===== src/cache_pkg.sv =====
// shared widths, bus structs and cache FSM states, referenced by package::name from every file
`default_nettype none

package cache_pkg;

    localparam int ADDR_W = 32;           // byte address
    localparam int DATA_W = 32;           // one bus word
    localparam int BE_W   = DATA_W / 8;   // one enable per byte lane

    // generic request, used at the processor port and the cache memory port
    typedef struct packed {
        logic              ren;       // read request
        logic              wen;       // write request
        logic [ADDR_W-1:0] addr;      // byte address, word aligned
        logic [DATA_W-1:0] wdata;     // store data
        logic [BE_W-1:0]   byte_en;   // lanes written on a store
    } gen_req_t;

    typedef struct packed {
        logic              busy;      // low for exactly the completion cycle
        logic [DATA_W-1:0] rdata;     // valid while busy is low on a read
    } gen_rsp_t;

    // one per-CPU slot at the bus controller
    typedef struct packed {
        logic              dren;      // set for reads and writes alike
        logic              dwen;      // write
        logic [ADDR_W-1:0] daddr;
        logic [DATA_W-1:0] dstore;
        logic [BE_W-1:0]   dbyte_en;
    } bus_req_t;

    typedef struct packed {
        logic              dwait;     // low in the completion cycle
        logic [DATA_W-1:0] dload;
    } bus_rsp_t;

    typedef enum logic [2:0] {
        IDLE,          // lookup, hit service
        WRITEBACK,     // dirty victim out, word by word
        FILL,          // line in from memory
        BYPASS,        // uncached access passed through
        FLUSH_SCAN,    // walk sets for dirty lines
        FLUSH_WB,      // write back one line during flush
        CLEAR_SCAN     // invalidate every set
    } cache_state_e;

endpackage

`default_nettype wire


===== src/bus_ctrl.sv =====
// round-robin bus controller, forwards one word transaction at a time from a CPU slot to memory
`timescale 1ns/100ps
`default_nettype none

module bus_ctrl #(
    parameter int NUM_CPUS = 2
) (
    input  logic                CLK,
    input  logic                rst,
    input  cache_pkg::bus_req_t slot_req [NUM_CPUS],
    output cache_pkg::bus_rsp_t slot_rsp [NUM_CPUS],
    output cache_pkg::bus_req_t mem_req,
    input  cache_pkg::bus_rsp_t mem_rsp
);
    localparam int SEL_W = (NUM_CPUS > 1) ? $clog2(NUM_CPUS) : 1;

    logic             gnt_valid;   // a word transaction is in flight
    logic [SEL_W-1:0] gnt_idx;     // owner of the bus
    logic [SEL_W-1:0] rr_ptr;      // first slot looked at next time
    logic             pick_valid;
    logic [SEL_W-1:0] pick_idx;
    logic [SEL_W-1:0] cand;
    logic             done;

    assign done = gnt_valid && !mem_rsp.dwait;   // completion cycle of the granted word

    // first requesting slot at or after the pointer
    always_comb begin
        pick_valid = 1'b0;
        pick_idx   = '0;
        cand       = '0;
        for (int i = 0; i < NUM_CPUS; i++) begin
            cand = SEL_W'((int'(rr_ptr) + i) % NUM_CPUS);
            if (!pick_valid && (slot_req[cand].dren || slot_req[cand].dwen)) begin
                pick_valid = 1'b1;
                pick_idx   = cand;
            end
        end
    end

    always_ff @(posedge CLK) begin
        if (rst) begin
            gnt_valid <= 1'b0;
            gnt_idx   <= '0;
            rr_ptr    <= '0;
        end else if (!gnt_valid) begin
            gnt_valid <= pick_valid;   // choose only when idle
            gnt_idx   <= pick_idx;
        end else if (done) begin
            gnt_valid <= 1'b0;         // released in the completion cycle
            rr_ptr    <= (gnt_idx == SEL_W'(NUM_CPUS - 1)) ? '0 : gnt_idx + 1'b1;
        end
    end

    assign mem_req = gnt_valid ? slot_req[gnt_idx] : '0;

    always_comb begin
        for (int i = 0; i < NUM_CPUS; i++) begin
            slot_rsp[i].dload = mem_rsp.dload;
            slot_rsp[i].dwait = 1'b1;                  // others wait
            if (gnt_valid && (gnt_idx == SEL_W'(i)))
                slot_rsp[i].dwait = mem_rsp.dwait;
        end
    end

endmodule

`default_nettype wire


===== config.mk =====
export PLATFORM = sky130hd
export DESIGN_NAME = bus_ctrl
export DESIGN_NICKNAME = d
export VERILOG_FILES = /design/src/cache_pkg.sv /design/src/bus_ctrl.sv
export SDC_FILE = /design/constraint.sdc
export NUM_CORES = 1
export LEC_CHECK = 0
export ABC_AREA = 1
export BUFFER_PORTS_ARGS = -buffer_cell sky130_fd_sc_hd__buf_2
export CAP_MARGIN = 20
export CORE_AREA = 3 3 119 121
export DETAILED_ROUTE_END_ITERATION = 10
export DIE_AREA = 0 0 122 124
export PLACE_DENSITY = 0.48
export SLEW_MARGIN = 10
export SYNTH_ARGS = -nofsm -noshare
export SYNTH_HDL_FRONTEND = slang
export SYNTH_SLANG_ARGS = --single-unit
export TNS_END_PERCENT = 30

===== constraint.sdc =====
create_clock -name CLK -period 1.29 [get_ports CLK]
set_clock_uncertainty 0.1 [all_clocks]
set_input_delay 0.0645 -clock CLK [delete_from_list [all_inputs] [get_ports CLK]]
set_output_delay 0.0645 -clock CLK [all_outputs]
set_load 0.05 [all_outputs]

==> results.md <==
| Step | Parameter | Reported |
|:---|:---|:---|
| outcome | Status | complete, but fails checks |
| outcome | Violations in the final reports | negative setup slack |
| final layout | Ant. Diodes | 0 |
| floorplan | Initial Util | 11.5% |
| synth | Share of the yosys chip area belonging to registers | 3.94% |
| final layout | FILL cells | 1514 |
| critical path | Reg2Reg Depth | 6 |
| min path | Cell depth of the worst min-delay path | 4 |
| timing | Headroom to the max-slew limit | 88.6% |
| synth | Summed instance area of the synthesized netlist | 1520 µm² |
| timing | Least-Margin Pin Slew | 0.171 ns |
| final layout | Combined area of the multi-input logic cells | 905 µm² |
| global route | Maximum number of pins on one net before global-route repair | 38 |
| synth | Flip-flop and latch count after synthesis | 3 |
| timing | Max-slew violation count | 0 |
| timing | Count of endpoints failing setup in the final report | 71 |
| power and ir drop | IR drop worst, VDD | 0.000322 V |
| timing | Unrepaired setup endpoints after global routing | true |
| cts | Clock latency of the later-clocked register in the worst-skew pair | 0.22 ns |
| final layout | Fraction of final layout cells sized beyond drive strength 1 | 53.2% |
| floorplan | # rows | 42 |
| critical path | Cells along the critical path | inv_2 -> nor2_4 -> buf_12 -> nand2_1 -> nand2_1 -> buf_6 |
| global route | Antenna violations before repair | 0 |
| critical path | Critical path endpoint category | output pin |
| final layout | Non-filler cells in the finished layout | 638 |
| critical path | Highest-delay cell along the critical path | sky130_fd_sc_hd__dfxtp_2 |
| floorplan | Total die area | 15100 µm² |
| global route | Remaining global-route overflow | 0 |
| placement | Quantity of I/O buffers inserted on ports | 214 |
| power and ir drop | Leakage power figure | 1.79 nW |
| drt | Detailed Routing Iterations Pass 1 | 4 |
| final layout | Register area | 65.1 µm² |
| cts | Maximum number of buffers from clock root to sink | 2 |
| timing | Min cycle time layout | 1.47 ns |
| drt | Antenna violation net count after detailed routing | 0 |
| placement | Placed cells | 632 |
| drt | DRC viols | 0 |
| cts | Clock tree from TritonCTS | built |
| cts | Post-CTS Setup Inserts | 0 |
| critical path | Setup CP Type | flip-flop to output pin |
| cts | Total number of clock tree sinks | 3 |
| critical path | Buffer and inverter count on the worst path | 3 |
| critical path | Arrival @ worst endpoint | 1.31 ns |
| synth | Synthesized Nets | 489 |
| drt | Total number of vias | 2267 |
| cts | Hold buffer count at cts | 0 |
| min path | Hold WC Path Type | primary input to flip-flop |
| timing | Final critical-path share of the clock period | 114% |
| global route | Global routing usage summed across all routing layers | 8.03% |
| floorplan | Die span in y | 124 µm |
| critical path | CP dominant cell by count | sky130_fd_sc_hd__nand2_1 |
| cts | Max H-tree Level | 1 |
| placement | RePlAce Congestion | 0.696 |
| floorplan | Total I/O pin count | 311 |
| timing | Post-Route Hold Slack | 0.0254 ns |
| drt | Wire length per cell after detailed routing | 11.6 µm |
| timing | Max Clk Rate | 0.678 GHz |
| placement | HPWL after detailed placement | 5.73 mm |
| final layout | Most common library cell in the layout ignoring fill and taps | sky130_fd_sc_hd__nand2_1 |
| synth | Warning count from the yosys run | 0 |
| drt | Detail-routed via count per cell | 3.55 |
| critical path | Data required time of the critical path | 1.13 ns |
| synth | Number of cells produced by synthesis | 314 |
| cts | Clk pin slew, worst setup/hold paths | 0.03 ns |
| cts | Clk Tree Root Cell | sky130_fd_sc_hd__clkbuf_16 |
| timing | Crit path setup slack, layout | -0.184 ns |
| critical path | Crit Reg-Reg Startpoint | gnt_valid |
| global route | Vias in the first global route | 2081 |
| critical path | Category of cells accounting for the largest share of critical-path delay | buffers and inverters |
| global route | Wire length of the first global-routing pass | 9.63 mm |
| critical path | Critical path's largest stage delay | 0.33 ns |
| drt | DRC violation total after the first TritonRoute iteration | 65 |
| synth | Average cell area after synthesis | 4.85 µm² |
| drt | DRT Wirelength | 7.41 mm |
| critical path | Setup crit start kind | flip-flop |
| critical path | Worst-path fanout max | 37 |
| min path | Worst Min Path Start | rst |
| critical path | Destination of the worst register-to-register timing path | gnt_valid |
| critical path | Slack of the worst reg-to-reg path | 0.28 ns |
| final layout | Layout overhead on the synthesized area | 99.2% |
| timing | Final-report hold violation count | 0 |
| floorplan | Die boundary width | 122 µm |
| synth | Count of unique library cells instantiated by Yosys | 12 |
| final layout | Leading cell types in the layout, fill and taps excluded | 198 x sky130_fd_sc_hd__nand2_1, 142 x sky130_fd_sc_hd__buf_2, 61 x sky130_fd_sc_hd__buf_6, 13 x sky130_fd_sc_hd__nand2_2, 8 x sky130_fd_sc_hd__buf_8 |
| flow run | Max-cap viol count | 0 |
| min path | Hold worst-path end | gnt_valid |
| cts | Number of buffers inserted during clock tree synthesis | 3 |
| final layout | Final core utilization | 23.0% |
| final layout | Net count reported at finish | 638 |
| floorplan | Area of the placeable core | 13200 µm² |
| power and ir drop | Power per cell area | 777 nW/µm² |
layer usage:
layer | up-vias | GRT usage (%) | wire length (µm)
met4 | 0 | 3.71 | 246
met5 | - | 0 | 0
met3 | 32 | 2.23 | 770
met2 | 148 | 15.1 | 3770
li1 | 1159 | - | -
met1 | 928 | 8.25 | 2620
flip-flops by register name, indices dropped and copies added (netlist names):
name / count
rr_ptr: 1
gnt_idx: 1
gnt_valid: 1
synthesized netlist by cell type, drive strengths merged:
cell type	count	area share (%)
o21ai	6	2.0
buf	78	37
nor2	6	2.0
a21oi	1	0.33
nand2	211	52
dfxtp	3	3.9
inv	9	2.2
worst max-delay path by stage:
stage,cells past startpoint,from,to,slack [ns]
after global routing,6,gnt_valid,mem_req[51],-0.26
final,6,gnt_valid,mem_req[14],-0.18
after global placement,6,gnt_idx,mem_req[12],-0.08
after floorplan,6,gnt_idx,mem_req[30],-0.07
after detailed placement,6,gnt_idx,mem_req[12],-0.1
after CTS,6,gnt_idx,mem_req[28],-0.22
tightest hold or removal path, cell delays in order:
cell and delay, ns:
sky130_fd_sc_hd__buf_2 0.09, sky130_fd_sc_hd__nor2_1 0.04, sky130_fd_sc_hd__o21ai_0 0.07, sky130_fd_sc_hd__inv_1 0.04
metrics by stage:
step	setup TNS (ns)	setup slack (ns)	cell area, µm²	total power, W
floorplan	-1.51	-0.0653	1540	0.00159
global placement	-2.09	-0.0840	2400	0.00156
detailed placement	-2.29	-0.0997	2400	0.00155
CTS	-11.16	-0.218	2970	0.00235
global route	-15.07	-0.261	3030	0.00248
finish	-9.84	-0.184	3030	0.00236
cell families (layout without fill, tap and decap cells):
group	count (synthesis)	after routing	share of synthesized area [%]
simple gates	217	217	54.2
buf+inv	87	235	39.6
compound gates	7	7	2.30
flops	3	3	3.94
power by group:
group          switching [W]  leakage [nW]  internal [W]
registers         0.00000616        0.0257      0.000101
clock network      0.0000851        0.0382      0.000408
logic                0.00109          1.72      0.000668
what timing repair did:
item | in CTS | in global routing
gates cloned | 1 | 1
pin swaps | 16 | 5
endpoints found under the setup margin | 72 | 72
endpoints found under the hold margin | 0 | 0
gates resized for setup | 150 | 13
layout make-up:
class,instances,area share (%)
Clock buffer,4,2.60
Inverter,9,1.28
Multi-Input combinational cell,224,29.8
Sequential cell,3,2.15
Tap cell,176,7.26
Timing Repair Buffer,222,56.9
(Power assumes the default switching activity.)
